## config.mk

```make
export PLATFORM = sky130hd
export DESIGN_NAME = i3c_csr_top
export DESIGN_NICKNAME = d
export VERILOG_FILES = /design/src/verilog/i3c_csr_pkg.sv /design/src/verilog/i3c_csr_top.sv /design/src/verilog/cpuif_mux.sv /design/src/verilog/data_port_queue.sv /design/src/verilog/csr_regs.sv /design/src/verilog/cpuif_axi_lite.sv
export VERILOG_INCLUDE_DIRS = /design/src /design/src/verilog
export SDC_FILE = /design/constraint.sdc
export NUM_CORES = 1
export LEC_CHECK = 0
export ABC_AREA = 1
export ABC_CLOCK_PERIOD_IN_PS = 5410
export BUFFER_PORTS_ARGS = -buffer_cell sky130_fd_sc_hd__buf_2
export CAP_MARGIN = 20
export CELL_PAD_IN_SITES_DETAIL_PLACEMENT = 0
export CELL_PAD_IN_SITES_GLOBAL_PLACEMENT = 1
export CORE_UTILIZATION = 45
export DETAILED_ROUTE_END_ITERATION = 7
export PLACE_DENSITY_LB_ADDON = 0.15
export SETUP_SLACK_MARGIN = 0.5
export SYNTH_ARGS = -nofsm -noshare
export SYNTH_HDL_FRONTEND = slang
export SYNTH_SLANG_ARGS = --single-unit
```

## constraint.sdc

```tcl
create_clock -name clk_i -period 5.41 [get_ports clk_i]
set_input_delay 1.3525 -clock clk_i [delete_from_list [all_inputs] [get_ports clk_i]]
set_output_delay 1.3525 -clock clk_i [all_outputs]
set_load 0.02 [all_outputs]
```

## src/verilog/i3c_csr_macros.svh

```systemverilog
// Bus widths, queue depth and version value
// Byte offsets of the controller registers and data ports
`ifndef I3C_CSR_MACROS_SVH
`define I3C_CSR_MACROS_SVH

`define CSR_ADDR_W 8
`define CSR_DATA_W 32
`define QUEUE_DEPTH 8

// Reports HCI version 1.2
`define HC_VERSION_VAL 32'h0000_0120

// Register file
`define ADDR_HC_VERSION 8'h00
`define ADDR_HC_CONTROL 8'h04
`define ADDR_CTRL_DEV_ADDR 8'h08
`define ADDR_RESET_CONTROL 8'h0C
`define ADDR_QUEUE_THLD_CTRL 8'h10
`define ADDR_SCRATCH 8'h14

// Loopback data ports
`define ADDR_TX_DATA_PORT 8'h20
`define ADDR_RX_DATA_PORT 8'h24
`define ADDR_QUEUE_STATUS 8'h28

`endif
```

## src/verilog/i3c_csr_pkg.sv

```systemverilog
// Shared types: cpuif request/response, controller settings,
// AXI response codes and adapter states
`default_nettype none

`include "i3c_csr_macros.svh"

package i3c_csr_pkg;

  // One access from the adapter, valid for a single cycle
  typedef struct packed {
    logic                       valid;
    logic                       is_wr;
    logic [`CSR_ADDR_W-1:0]     addr;
    logic [`CSR_DATA_W-1:0]     wr_data;
    logic [`CSR_DATA_W/8-1:0]   wr_strb;
  } cpuif_req_t;

  typedef struct packed {
    logic                   ack;
    logic                   err;
    logic [`CSR_DATA_W-1:0] rd_data;
  } cpuif_rsp_t;

  // Settings handed to the bus engine
  typedef struct packed {
    logic       bus_enable;
    logic       resume;
    logic       dyn_addr_valid;
    logic [6:0] dyn_addr;
  } hc_ctrl_t;

  typedef enum logic [1:0] {
    OKAY   = 2'b00,
    SLVERR = 2'b10
  } axi_resp_e;

  typedef enum logic [1:0] {
    IDLE,
    REQ,
    WAIT_ACK,
    RESP
  } adapter_state_e;

endpackage

`default_nettype wire

```

## src/verilog/i3c_csr_top.sv

```systemverilog
// Top level: AXI4-Lite adapter, request router, register file and loopback queue
`default_nettype none

`include "i3c_csr_macros.svh"

module i3c_csr_top
  import i3c_csr_pkg::*;
(
  input  wire                       clk_i,
  input  wire                       rst_i,

  input  wire [`CSR_ADDR_W-1:0]     awaddr_i,
  input  wire                       awvalid_i,
  output logic                      awready_o,
  input  wire [`CSR_DATA_W-1:0]     wdata_i,
  input  wire [`CSR_DATA_W/8-1:0]   wstrb_i,
  input  wire                       wvalid_i,
  output logic                      wready_o,
  output logic [1:0]                bresp_o,
  output logic                      bvalid_o,
  input  wire                       bready_i,

  input  wire [`CSR_ADDR_W-1:0]     araddr_i,
  input  wire                       arvalid_i,
  output logic                      arready_o,
  output logic [`CSR_DATA_W-1:0]    rdata_o,
  output logic [1:0]                rresp_o,
  output logic                      rvalid_o,
  input  wire                       rready_i,

  output hc_ctrl_t                  ctrl_o,
  output logic                      irq_o
);

  cpuif_req_t cpu_req;
  cpuif_rsp_t cpu_rsp;
  cpuif_req_t regs_req;
  cpuif_rsp_t regs_rsp;
  cpuif_req_t queue_req;
  cpuif_rsp_t queue_rsp;
  logic [3:0] rx_thld;
  logic       rx_flush;

  cpuif_axi_lite u_axi (
    .clk_i     (clk_i),
    .rst_i     (rst_i),
    .awaddr_i  (awaddr_i),
    .awvalid_i (awvalid_i),
    .awready_o (awready_o),
    .wdata_i   (wdata_i),
    .wstrb_i   (wstrb_i),
    .wvalid_i  (wvalid_i),
    .wready_o  (wready_o),
    .bresp_o   (bresp_o),
    .bvalid_o  (bvalid_o),
    .bready_i  (bready_i),
    .araddr_i  (araddr_i),
    .arvalid_i (arvalid_i),
    .arready_o (arready_o),
    .rdata_o   (rdata_o),
    .rresp_o   (rresp_o),
    .rvalid_o  (rvalid_o),
    .rready_i  (rready_i),
    .req_o     (cpu_req),
    .rsp_i     (cpu_rsp)
  );

  cpuif_mux u_mux (
    .clk_i       (clk_i),
    .rst_i       (rst_i),
    .req_i       (cpu_req),
    .rsp_o       (cpu_rsp),
    .regs_req_o  (regs_req),
    .regs_rsp_i  (regs_rsp),
    .queue_req_o (queue_req),
    .queue_rsp_i (queue_rsp)
  );

  csr_regs u_regs (
    .clk_i      (clk_i),
    .rst_i      (rst_i),
    .req_i      (regs_req),
    .rsp_o      (regs_rsp),
    .ctrl_o     (ctrl_o),
    .rx_thld_o  (rx_thld),
    .rx_flush_o (rx_flush)
  );

  data_port_queue u_queue (
    .clk_i      (clk_i),
    .rst_i      (rst_i),
    .req_i      (queue_req),
    .rsp_o      (queue_rsp),
    .rx_thld_i  (rx_thld),
    .rx_flush_i (rx_flush),
    .irq_o      (irq_o)
  );

endmodule

`default_nettype wire

```

## src/verilog/cpuif_mux.sv

```systemverilog
// Address decoder routing cpuif requests to the register file or queue
// and merging their responses
`default_nettype none

`include "i3c_csr_macros.svh"

module cpuif_mux
  import i3c_csr_pkg::*;
(
  input  wire               clk_i,
  input  wire               rst_i,
  input  wire cpuif_req_t   req_i,
  output cpuif_rsp_t        rsp_o,
  output cpuif_req_t        regs_req_o,
  input  wire cpuif_rsp_t   regs_rsp_i,
  output cpuif_req_t        queue_req_o,
  input  wire cpuif_rsp_t   queue_rsp_i
);

  logic sel_regs;
  logic sel_queue;
  logic unmapped_q;

  always_comb begin
    sel_regs  = 1'b0;
    sel_queue = 1'b0;
    case (req_i.addr)
      `ADDR_HC_VERSION, `ADDR_HC_CONTROL, `ADDR_CTRL_DEV_ADDR,
      `ADDR_RESET_CONTROL, `ADDR_QUEUE_THLD_CTRL, `ADDR_SCRATCH: sel_regs = 1'b1;
      `ADDR_TX_DATA_PORT, `ADDR_RX_DATA_PORT, `ADDR_QUEUE_STATUS: sel_queue = 1'b1;
      default: ;
    endcase
  end

  always_comb begin
    regs_req_o        = req_i;
    regs_req_o.valid  = req_i.valid && sel_regs;
    queue_req_o       = req_i;
    queue_req_o.valid = req_i.valid && sel_queue;
  end

  // Unmapped access answered here one cycle later
  always_ff @(posedge clk_i) begin
    if (rst_i) begin
      unmapped_q <= 1'b0;
    end else begin
      unmapped_q <= req_i.valid && !sel_regs && !sel_queue;
    end
  end

  assign rsp_o.ack     = regs_rsp_i.ack || queue_rsp_i.ack || unmapped_q;
  assign rsp_o.err     = (regs_rsp_i.ack && regs_rsp_i.err) ||
                         (queue_rsp_i.ack && queue_rsp_i.err) || unmapped_q;
  assign rsp_o.rd_data = (regs_rsp_i.ack ? regs_rsp_i.rd_data : '0) |
                         (queue_rsp_i.ack ? queue_rsp_i.rd_data : '0);

  ack_onehot_a : assert property (@(posedge clk_i) disable iff (rst_i)
    !(regs_rsp_i.ack && queue_rsp_i.ack));

endmodule

`default_nettype wire

```

## src/verilog/data_port_queue.sv

```systemverilog
// Loopback FIFO behind the TX and RX data ports,
// queue status register and threshold interrupt
`default_nettype none

`include "i3c_csr_macros.svh"

module data_port_queue
  import i3c_csr_pkg::*;
(
  input  wire               clk_i,
  input  wire               rst_i,
  input  wire cpuif_req_t   req_i,
  output cpuif_rsp_t        rsp_o,
  input  wire [3:0]         rx_thld_i,
  input  wire               rx_flush_i,
  output logic              irq_o
);

  localparam int PTR_W = $clog2(`QUEUE_DEPTH);

  logic [`CSR_DATA_W-1:0] mem_q [`QUEUE_DEPTH];
  logic [PTR_W-1:0]       wr_ptr_q;
  logic [PTR_W-1:0]       rd_ptr_q;
  logic [PTR_W:0]         level_q;
  logic                   empty;
  logic                   full;
  logic                   at_thld;
  logic                   push;
  logic                   pop;
  logic                   err_d;
  logic [`CSR_DATA_W-1:0] rd_word;
  logic                   ack_q;
  logic                   err_q;
  logic [`CSR_DATA_W-1:0] rd_data_q;

  assign empty   = (level_q == '0);
  assign full    = (level_q == (PTR_W+1)'(`QUEUE_DEPTH));
  assign at_thld = (rx_thld_i != 4'd0) && (level_q >= rx_thld_i);

  always_comb begin
    push    = 1'b0;
    pop     = 1'b0;
    err_d   = 1'b0;
    rd_word = '0;
    case (req_i.addr)
      `ADDR_TX_DATA_PORT: begin
        push  = req_i.is_wr && !full;
        err_d = !req_i.is_wr || full;
      end
      `ADDR_RX_DATA_PORT: begin
        pop     = !req_i.is_wr && !empty;
        err_d   = req_i.is_wr || empty;
        rd_word = pop ? mem_q[rd_ptr_q] : '0;
      end
      `ADDR_QUEUE_STATUS: begin
        err_d   = req_i.is_wr;
        rd_word = req_i.is_wr ? '0 : {21'b0, at_thld, full, empty, 4'b0, level_q};
      end
      default: err_d = 1'b1;
    endcase
    // Nothing moves unless a request is present
    push  = push && req_i.valid;
    pop   = pop && req_i.valid;
  end

  always_ff @(posedge clk_i) begin
    if (rst_i || rx_flush_i) begin
      wr_ptr_q <= '0;
      rd_ptr_q <= '0;
      level_q  <= '0;
    end else begin
      if (push) begin
        wr_ptr_q <= wr_ptr_q + 1'b1;
      end
      if (pop) begin
        rd_ptr_q <= rd_ptr_q + 1'b1;
      end
      level_q <= level_q + {{PTR_W{1'b0}}, push} - {{PTR_W{1'b0}}, pop};
    end
  end

  always_ff @(posedge clk_i) begin
    if (push) begin
      mem_q[wr_ptr_q] <= req_i.wr_data;
    end
    rd_data_q <= rd_word;
  end

  always_ff @(posedge clk_i) begin
    if (rst_i) begin
      ack_q <= 1'b0;
      err_q <= 1'b0;
    end else begin
      ack_q <= req_i.valid;
      err_q <= req_i.valid && err_d;
    end
  end

  assign rsp_o.ack     = ack_q;
  assign rsp_o.err     = err_q;
  assign rsp_o.rd_data = rd_data_q;
  assign irq_o         = at_thld;

  level_bound_a : assert property (@(posedge clk_i) disable iff (rst_i)
    level_q <= (PTR_W+1)'(`QUEUE_DEPTH));

endmodule

`default_nettype wire

```

## src/verilog/csr_regs.sv

```systemverilog
// Control and status registers with byte strobes,
// self-clearing reset register and read-only version
`default_nettype none

`include "i3c_csr_macros.svh"

module csr_regs
  import i3c_csr_pkg::*;
(
  input  wire               clk_i,
  input  wire               rst_i,
  input  wire cpuif_req_t   req_i,
  output cpuif_rsp_t        rsp_o,
  output hc_ctrl_t          ctrl_o,
  output logic [3:0]        rx_thld_o,
  output logic              rx_flush_o
);

  hc_ctrl_t               ctrl_q;
  logic [3:0]             rx_thld_q;
  logic [`CSR_DATA_W-1:0] scratch_q;
  logic                   rx_flush_q;
  logic                   ack_q;
  logic                   err_q;
  logic [`CSR_DATA_W-1:0] rd_data_q;
  logic [`CSR_DATA_W-1:0] cur_word;
  logic [`CSR_DATA_W-1:0] wr_word;
  logic                   addr_ok;
  logic                   wr_en;
  logic                   soft_rst;

  // Keeps the bytes whose strobe is low
  function automatic logic [`CSR_DATA_W-1:0] merge_strb(
    input logic [`CSR_DATA_W-1:0]   old_v,
    input logic [`CSR_DATA_W-1:0]   new_v,
    input logic [`CSR_DATA_W/8-1:0] strb
  );
    logic [`CSR_DATA_W-1:0] res;
    res = old_v;
    for (int i = 0; i < `CSR_DATA_W/8; i++) begin
      if (strb[i]) begin
        res[i*8 +: 8] = new_v[i*8 +: 8];
      end
    end
    return res;
  endfunction

  always_comb begin
    cur_word = '0;
    addr_ok  = 1'b1;
    case (req_i.addr)
      `ADDR_HC_VERSION:      cur_word = `HC_VERSION_VAL;
      `ADDR_HC_CONTROL:      cur_word = {30'b0, ctrl_q.resume, ctrl_q.bus_enable};
      `ADDR_CTRL_DEV_ADDR:   cur_word = {ctrl_q.dyn_addr_valid, 8'b0, ctrl_q.dyn_addr, 16'b0};
      `ADDR_RESET_CONTROL:   cur_word = '0;
      `ADDR_QUEUE_THLD_CTRL: cur_word = {28'b0, rx_thld_q};
      `ADDR_SCRATCH:         cur_word = scratch_q;
      default:               addr_ok  = 1'b0;
    endcase
  end

  assign wr_word  = merge_strb(cur_word, req_i.wr_data, req_i.wr_strb);
  assign wr_en    = req_i.valid && req_i.is_wr;
  assign soft_rst = wr_en && (req_i.addr == `ADDR_RESET_CONTROL) && wr_word[0];

  always_ff @(posedge clk_i) begin
    if (rst_i) begin
      ctrl_q     <= '0;
      rx_thld_q  <= '0;
      scratch_q  <= '0;
      rx_flush_q <= 1'b0;
      ack_q      <= 1'b0;
      err_q      <= 1'b0;
    end else begin
      ack_q      <= req_i.valid;
      err_q      <= req_i.valid &&
                    (!addr_ok || (req_i.is_wr && req_i.addr == `ADDR_HC_VERSION));
      rx_flush_q <= wr_en && (req_i.addr == `ADDR_RESET_CONTROL) && wr_word[4];
      if (soft_rst) begin
        ctrl_q    <= '0;
        rx_thld_q <= '0;
        scratch_q <= '0;
      end else if (wr_en) begin
        case (req_i.addr)
          `ADDR_HC_CONTROL: begin
            ctrl_q.bus_enable <= wr_word[0];
            ctrl_q.resume     <= wr_word[1];
          end
          `ADDR_CTRL_DEV_ADDR: begin
            ctrl_q.dyn_addr       <= wr_word[22:16];
            ctrl_q.dyn_addr_valid <= wr_word[31];
          end
          `ADDR_QUEUE_THLD_CTRL: rx_thld_q <= wr_word[3:0];
          `ADDR_SCRATCH:         scratch_q <= wr_word;
          default: ;
        endcase
      end
    end
  end

  // Read data is zero for writes
  always_ff @(posedge clk_i) begin
    rd_data_q <= (req_i.valid && !req_i.is_wr) ? cur_word : '0;
  end

  assign rsp_o.ack     = ack_q;
  assign rsp_o.err     = err_q;
  assign rsp_o.rd_data = rd_data_q;

  assign ctrl_o     = ctrl_q;
  assign rx_thld_o  = rx_thld_q;
  assign rx_flush_o = rx_flush_q;

endmodule

`default_nettype wire

```

## src/verilog/cpuif_axi_lite.sv

```systemverilog
// AXI4-Lite slave adapter to the cpuif request/acknowledge protocol
`default_nettype none

`include "i3c_csr_macros.svh"

module cpuif_axi_lite
  import i3c_csr_pkg::*;
(
  input  wire                       clk_i,
  input  wire                       rst_i,

  input  wire [`CSR_ADDR_W-1:0]     awaddr_i,
  input  wire                       awvalid_i,
  output logic                      awready_o,
  input  wire [`CSR_DATA_W-1:0]     wdata_i,
  input  wire [`CSR_DATA_W/8-1:0]   wstrb_i,
  input  wire                       wvalid_i,
  output logic                      wready_o,
  output logic [1:0]                bresp_o,
  output logic                      bvalid_o,
  input  wire                       bready_i,

  input  wire [`CSR_ADDR_W-1:0]     araddr_i,
  input  wire                       arvalid_i,
  output logic                      arready_o,
  output logic [`CSR_DATA_W-1:0]    rdata_o,
  output logic [1:0]                rresp_o,
  output logic                      rvalid_o,
  input  wire                       rready_i,

  output cpuif_req_t                req_o,
  input  wire cpuif_rsp_t           rsp_i
);

  adapter_state_e             state_q;
  logic                       is_wr_q;
  logic [`CSR_ADDR_W-1:0]     addr_q;
  logic [`CSR_DATA_W-1:0]     wdata_q;
  logic [`CSR_DATA_W/8-1:0]   wstrb_q;
  axi_resp_e                  resp_q;
  logic                       ar_hs;
  logic                       aw_hs;
  logic                       done_hs;
  logic                       rsp_take;

  // Reads win ties, AW and W go in together
  assign arready_o = (state_q == IDLE);
  assign awready_o = (state_q == IDLE) && awvalid_i && wvalid_i && !arvalid_i;
  assign wready_o  = awready_o;

  assign ar_hs    = arvalid_i && arready_o;
  assign aw_hs    = awvalid_i && awready_o;
  assign rsp_take = ((state_q == REQ) || (state_q == WAIT_ACK)) && rsp_i.ack;
  assign done_hs  = (bvalid_o && bready_i) || (rvalid_o && rready_i);

  always_ff @(posedge clk_i) begin
    if (rst_i) begin
      state_q <= IDLE;
      is_wr_q <= 1'b0;
    end else begin
      case (state_q)
        IDLE: begin
          if (ar_hs) begin
            is_wr_q <= 1'b0;
            state_q <= REQ;
          end else if (aw_hs) begin
            is_wr_q <= 1'b1;
            state_q <= REQ;
          end
        end
        REQ, WAIT_ACK: begin
          state_q <= rsp_i.ack ? RESP : WAIT_ACK;
        end
        RESP: begin
          if (done_hs) begin
            state_q <= IDLE;
          end
        end
        default: state_q <= IDLE;
      endcase
    end
  end

  // Captured transaction and returned response
  always_ff @(posedge clk_i) begin
    if (ar_hs) begin
      addr_q  <= araddr_i;
      wdata_q <= '0;
      wstrb_q <= '0;
    end else if (aw_hs) begin
      addr_q  <= awaddr_i;
      wdata_q <= wdata_i;
      wstrb_q <= wstrb_i;
    end
    if (rsp_take) begin
      resp_q <= rsp_i.err ? SLVERR : OKAY;
      if (!is_wr_q) begin
        rdata_o <= rsp_i.rd_data;
      end
    end
  end

  assign req_o.valid   = (state_q == REQ);
  assign req_o.is_wr   = is_wr_q;
  assign req_o.addr    = addr_q;
  assign req_o.wr_data = wdata_q;
  assign req_o.wr_strb = wstrb_q;

  assign bvalid_o = (state_q == RESP) && is_wr_q;
  assign rvalid_o = (state_q == RESP) && !is_wr_q;
  assign bresp_o  = resp_q;
  assign rresp_o  = resp_q;

  rvalid_hold_a : assert property (@(posedge clk_i) disable iff (rst_i)
    rvalid_o && !rready_i |=> rvalid_o && $stable(rdata_o));

  bvalid_hold_a : assert property (@(posedge clk_i) disable iff (rst_i)
    bvalid_o && !bready_i |=> bvalid_o && $stable(bresp_o));

  // Acks only arrive while a request is outstanding
  ack_in_flight_a : assert property (@(posedge clk_i) disable iff (rst_i)
    rsp_i.ack |-> (state_q == REQ) || (state_q == WAIT_ACK));

endmodule

`default_nettype wire

```

# Yosys cells after proc, flatten, opt, wreduce, memory -nomap -nowiden
# Memory sizes are Yosys's and may differ from the RTL's. A register that Yosys moved wholly into a read port is not among the register bits.
# Index checks and enable logic that the tools add are counted.
totals:
  ff_bits: 207
  mem_bits_rw: 256
  inputBits: 59
  output_inout_bits: 52
  wordCells: 136
  n_memories: 1
memory_table:
  columns: ["memory", "words", "width", "rd", "rd_ports_with_merged_regs", "write_ports", "line", "rtl"]
  rows:
  - ["u_queue.mem_q", 8, 32, 1, 1, 1, "data_port_queue.sv:21", "logic [`CSR_DATA_W-1:0] mem_q [`QUEUE_DEPTH];"]
classes:
  n_addsub: 4
  n_lt_le_gt_ge: 1
  n_eq_ne: 14
  mux: 29
  bitwise: 2
  n_reduce_logical: 61
ops:
  columns: ["op", "n"]
  rows:
  - ["$pmux W32 S5", 1]
  - ["$mux W32", 3]
  - ["$pmux W32 S2", 1]
  - ["$mux W8", 6]
  - ["$or A32 B32 Y32", 1]
  - ["$logic_and A1 B1 Y1", 29]
  - ["$eq A8 B6 Y1 const B", 3]
  - ["$eq A8 B4 Y1 const B", 2]
  - ["$eq A8 B5 Y1 const B", 2]
  - ["$reduce_and A2 Y1", 7]
  - ["$mux W11", 1]
  - ["$logic_or A1 B1 Y1", 10]
  - ["$mux W1", 9]
  - ["$eq A8 B3 Y1 const B", 1]
  - ["$logic_not A8 Y1", 1]
  - ["$mux W2", 4]
  - ["$add A3 B1 Y3 const B", 2]
  - ["$logic_not A1 Y1", 6]
  - ["$mux W3", 2]
  - ["$pmux W2 S3", 1]
  - ["$reduce_or A6 Y1", 1]
  - ["$add A4 B1 Y4", 1]
  - ["$eq A2 B2 Y1 const B", 2]
  - ["$eq A4 B4 Y1 const B", 1]
  - ["other kinds (13)", 14]

# Depth between registers and ports, before layout
logic_depth:
  depth_word: 8
  ltp_mapped: 14
  mapped_depth_nobuf: 14

# By module
# Synthesis repeated with hierarchy kept, for this count alone.
hier_totals:
  hier_cells: 1881
  area_unflattened_um2: 19428.6
by_module_without_submodules:
  columns: ["module", "instances", "cells_per_inst", "area_per_inst_um2", "seq_area_each_um2"]
  rows:
  - ["data_port_queue", 1, 964, 11785.1, 8628.3]
  - ["csr_regs", 1, 495, 3616.0, 1621.6]
  - ["cpuif_axi_lite", 1, 268, 2860.2, 2011.9]
  - ["cpuif_mux", 1, 154, 1167.4, 20.0]

# Least setup slack after synthesis
# No wires, ideal clock.
synth_timing:
  path_kind: "register to register"
  startpoint: "register u_axi.state_q[1]"
  endpoint: "memory u_queue.mem_q[3][0] (netlist name), enable pin"
  setup_ns: 0.461
  arrival_time_ns: 3.520
  required_time_ns: 4.949
  slack_ns: 1.429
  path_stages_with_launch: 8
  path_buffers: 1
  synth_period_minus_slack_ns: 3.981
  path_cell_list: "dfxtp_1 inv_1 ha_1 buf_1 nand4_1 inv_1 nand2_1 nor3_1"
synth_via:
  elab_chain_len: 5
synth_rtl:
  columns: ["element", "line", "rtl"]
  rows:
  - ["from (decl)", "cpuif_axi_lite.sv:35", "adapter_state_e state_q;"]
  - ["from (signal assigned)", "cpuif_axi_lite.sv:72", "state_q <= rsp_i.ack ? RESP : WAIT_ACK;"]
  - ["$eq A2 B1 Y1", "cpuif_axi_lite.sv:103", "assign req_o.valid = (state_q == REQ);"]
  - ["$logic_and A1 B1 Y1", "cpuif_mux.sv:39", "queue_req_o.valid = req_i.valid && sel_queue;"]
  - ["$logic_and A1 B1 Y1", "data_port_queue.sv:62", "push = push && req_i.valid;"]
  - ["net u_queue.push", "data_port_queue.sv:28", "logic push;"]
  - ["$mux W1", "data_port_queue.sv:83", "if (push) begin"]
  - ["$mux W1 (implied by the code)", "data_port_queue.sv:84", "mem_q[wr_ptr_q] <= req_i.wr_data;"]
  - ["to (decl)", "data_port_queue.sv:21", null]
# The timed path passes the listed nets, and every way through them passes these cells.

# Final worst setup path
layout_timing:
  startpoint: "input port arvalid_i"
  endpoint: "output port wready_o"
layout_via:
  elab_chain_len: 2
layout_rtl:
  columns: ["element", "line", "rtl"]
  rows:
  - ["from (decl)", "i3c_csr_top.sv:24", "input wire arvalid_i,"]
  - ["$logic_not A1 Y1", "cpuif_axi_lite.sv:48", "assign awready_o = (state_q == IDLE) && awvalid_i && wvalid_i && !arvalid_i;"]
  - ["$logic_and A1 B1 Y1", "cpuif_axi_lite.sv:48", null]
  - ["to (decl)", "i3c_csr_top.sv:18", "output logic wready_o,"]
# No other way between the ends.

==> reports/metrics.csv <==
stage,metric,value,unit
power,power_density,413,nW/um2
detailed_routing,wl_per_cell,20.0,um
worst_hold_path,min_from,u_regs.scratch_q[24],
job,cap_viol_max_count,0,
synth,ys_top_cells_by_area,"edfxtp_1, dfxtp_1, nor2_1",
clock_tree,cts_setup_buffers,0,
clock_tree,root_buffer,clkbuf_16,
clock_tree,cts_buffer_depth,3,
synth,synth_top_area_share,49.1,%
floorplan,std_cell_rows,73,
critical_path,critPathMaxStageDelay,400,ps
critical_path,critical_path.startpoint,arvalid_i,
power,ir_drop,245,uV
global_routing,grt_pass1_wl,70400,um
finish,fillers,3509,
sta,tightest_slew,859,ps
critical_path,critPathArrivalTime,2350,ps
synth,dominantRegCellSynth,edfxtp_1,
placed_design,post-dp-hpwl,27900,um
clock_tree,clkSinkCount,465,
critical_path,path_cells,buf_2 > inv_1 > nand4_1 > inv_1 > buf_2,
sta,finalCriticalPeriod,3700,ps
critical_path,cp-start-kind,input pin,
clock_tree,htreeDepth,2,
critical_path,crit_path_end_kind,output port,
finish,syn_to_final_growth,14.3,%
sta,period_share,68.5,%
sta,grt_setup_unrepaired,no,
sta,finClkSkew,21.0,ps
floorplan,core-area,39700,um2
synth,post-synth-top-count-cell,nor2_1,
global_routing,grt-ovfl-total,0,
synth,synthTopCellsByCount,"nor2_1, edfxtp_1, o21ai_0",
global_routing,antenna_found_initial,0,
clock_tree,numCtsBuffers,48,
sta,timing.setup.tns,0,ps
floorplan,start_util,45.7,%
synth,syn_area_per_cell,10.9,um2
global_routing,grtUsageTotal,22.9,%
finish,layout.nets,1826,
detailed_routing,avgViaCountPerCell,5.35,
finish,final_layout_size_suffix_gt1_share,15.1,%
critical_path,worstPathRequired,4060,ps
worst_hold_path,min_to,u_regs.rd_data_q[24],
global_routing,grt_max_degree,83,
critical_path,rr_worst_depth,7,
finish,post-route-util,52.2,%
floorplan,die_h,203,um
global_routing,grt_pass1_vias,11800,
critical_path,r2r-end,u_queue.mem_q[4][21],
sta,final_max_slew_viol_count,0,
detailed_routing,drc,0,
sta,setup_viol,0,
critical_path,path_class,input pin to output port,
floorplan,fp.dieArea,41200,um2
sta,max_slew_margin,42.7,%
synth,synth_largest_area_cell,edfxtp_1,
worst_hold_path,hp-class,flip-flop to flip-flop,
placed_design,routabilityCongestion,0.801,
synth,synth-async-reset-ratio,0,%
synth,ys_seq_area_share,67.6,%
clock_tree,cts_tree,built,
floorplan,ios,111,
detailed_routing,drtIter0Drc,869,
power,p_leak,7.63,nW
critical_path,r2r_slack,2250,ps
sta,hold_viol,0,
synth,synth.distinct_cells,46,
detailed_routing,vias,12400,
worst_hold_path,hold_depth,2,
finish,antennaDiodeCount,0,
sta,max_freq,0.270,GHz
detailed_routing,ant_nets,0,
synth,synth_edf_count,297,
clock_tree,insertion_delay,580,ps
floorplan,dieWidth,203,um
clock_tree,cts.clk_slew.worst_paths,60,ps
detailed_routing,totalWireLength,46400,um
critical_path,crit-reg2reg-launch,u_axi.state_q[1],
clock_tree,ctsResizeCount,0,
synth,syn_inst,1668,
synth,yosys_warnings,0,
synth,ys_seq_elements,465,
critical_path,crit_slowest_cell,nand4_1,
outcome,outcome,finished clean,
clock_tree,cts_hold_buf,0,
placed_design,portBuffers,108,
detailed_routing,drt_first_pass_iters,5,
synth,syn_area,18200,um2
critical_path,cp_max_fo,3,
## where the power goes
group | switching (mW) | internal [mW] | leakage, nW | total (mW)
Clock | 1.34 | 2.03 | 0.807 | 3.37
Sequential | 0.365 | 4.15 | 4.09 | 4.52
Combinational | 0.471 | 0.218 | 2.73 | 0.689
Total | 2.18 | 6.40 | 7.63 | 8.58
## critical path: cells and delay by family
family                 cells  cell delay, ps
AND/OR/NAND/NOR            1             400
buffers and inverters      4             590
## sequential cells by signal, summed over array words and instances, names as in the netlist, 8 cells and up, named ones only
signal and cells:
u_regs.ctrl_o 10, u_queue.mem_q 256, u_axi.wdata_q 32, u_regs.rd_data_q 32
u_axi.addr_q 8, u_regs.scratch_q 32, u_axi.rdata_o 32, u_queue.rd_data_q 32
## cell usage in the layout (no fill, tap or decap), types with 12 or more instances in the layout
cell type and n:
edfxtp_1 297, buf_2 108, ha_1 14, a31oi_1 13, inv_1 76, a22o_1 32, o221ai_1 24, a21oi_1 61
nand3_1 71, dfxtp_1 166, o22ai_1 30, o21ai_0 190, nand2_1 181, clkbuf_1 14, nor2_2 15, clkbuf_16 50
nor2_1 319, buf_4 22, or2_2 12
## final cells by class
| class | count | area [um2] | area share (%) |
|---|---|---|---|
| sequential | 465 | 12300 | 59.2 |
| clock buffer | 74 | 1440 | 6.95 |
| timing repair buffer | 131 | 726 | 3.50 |
| clock inverter | 16 | 186 | 0.899 |
| inverter | 83 | 314 | 1.51 |
| multi-input combinational | 1023 | 5140 | 24.8 |
| tap | 525 | 657 | 3.17 |
## worst max path at each step
stage	end	slack, ps	cells after the start
floorplan	u_queue.mem_q[3][0]	1430	7
global placement	awready_o	1770	5
detailed placement	wready_o	1760	5
CTS	wready_o	1760	5
global route	wready_o	1660	5
finish	wready_o	1710	5
## routing by layer
metal	share of wire [%]	global-route usage, %	up-vias
li1	-	-	5972
met1	44	30.5	5962
met2	47	36.9	360
met3	5.2	3.15	97
met4	4.5	11.0	0
met5	0	0	-
## kinds of logic after synthesis
| family | share of synthesized area [%] |
|---|---|
| buf+inv | 4.37 |
| simple gates | 15.2 |
| xor+xnor | 0.0965 |
| other cells | 0.0207 |
| fa+ha+maj | 1.08 |
| flops | 67.6 |
| compound gates | 11.6 |
## metrics by stage
stage               cells  instance area, um2  worst slack (ps)  hold slack (ps)  power [mW]
global placement     2226               19100              1770              447        5.28
CTS                  2316               20700              1760              461        8.66
global route         2317               20700              1660              480        8.91
detailed placement   2226               19100              1760              452        5.29
floorplan            1669               18200              1430              432        4.90
finish               2317               20700              1710              460        8.58
(Power assumes the default switching activity.)
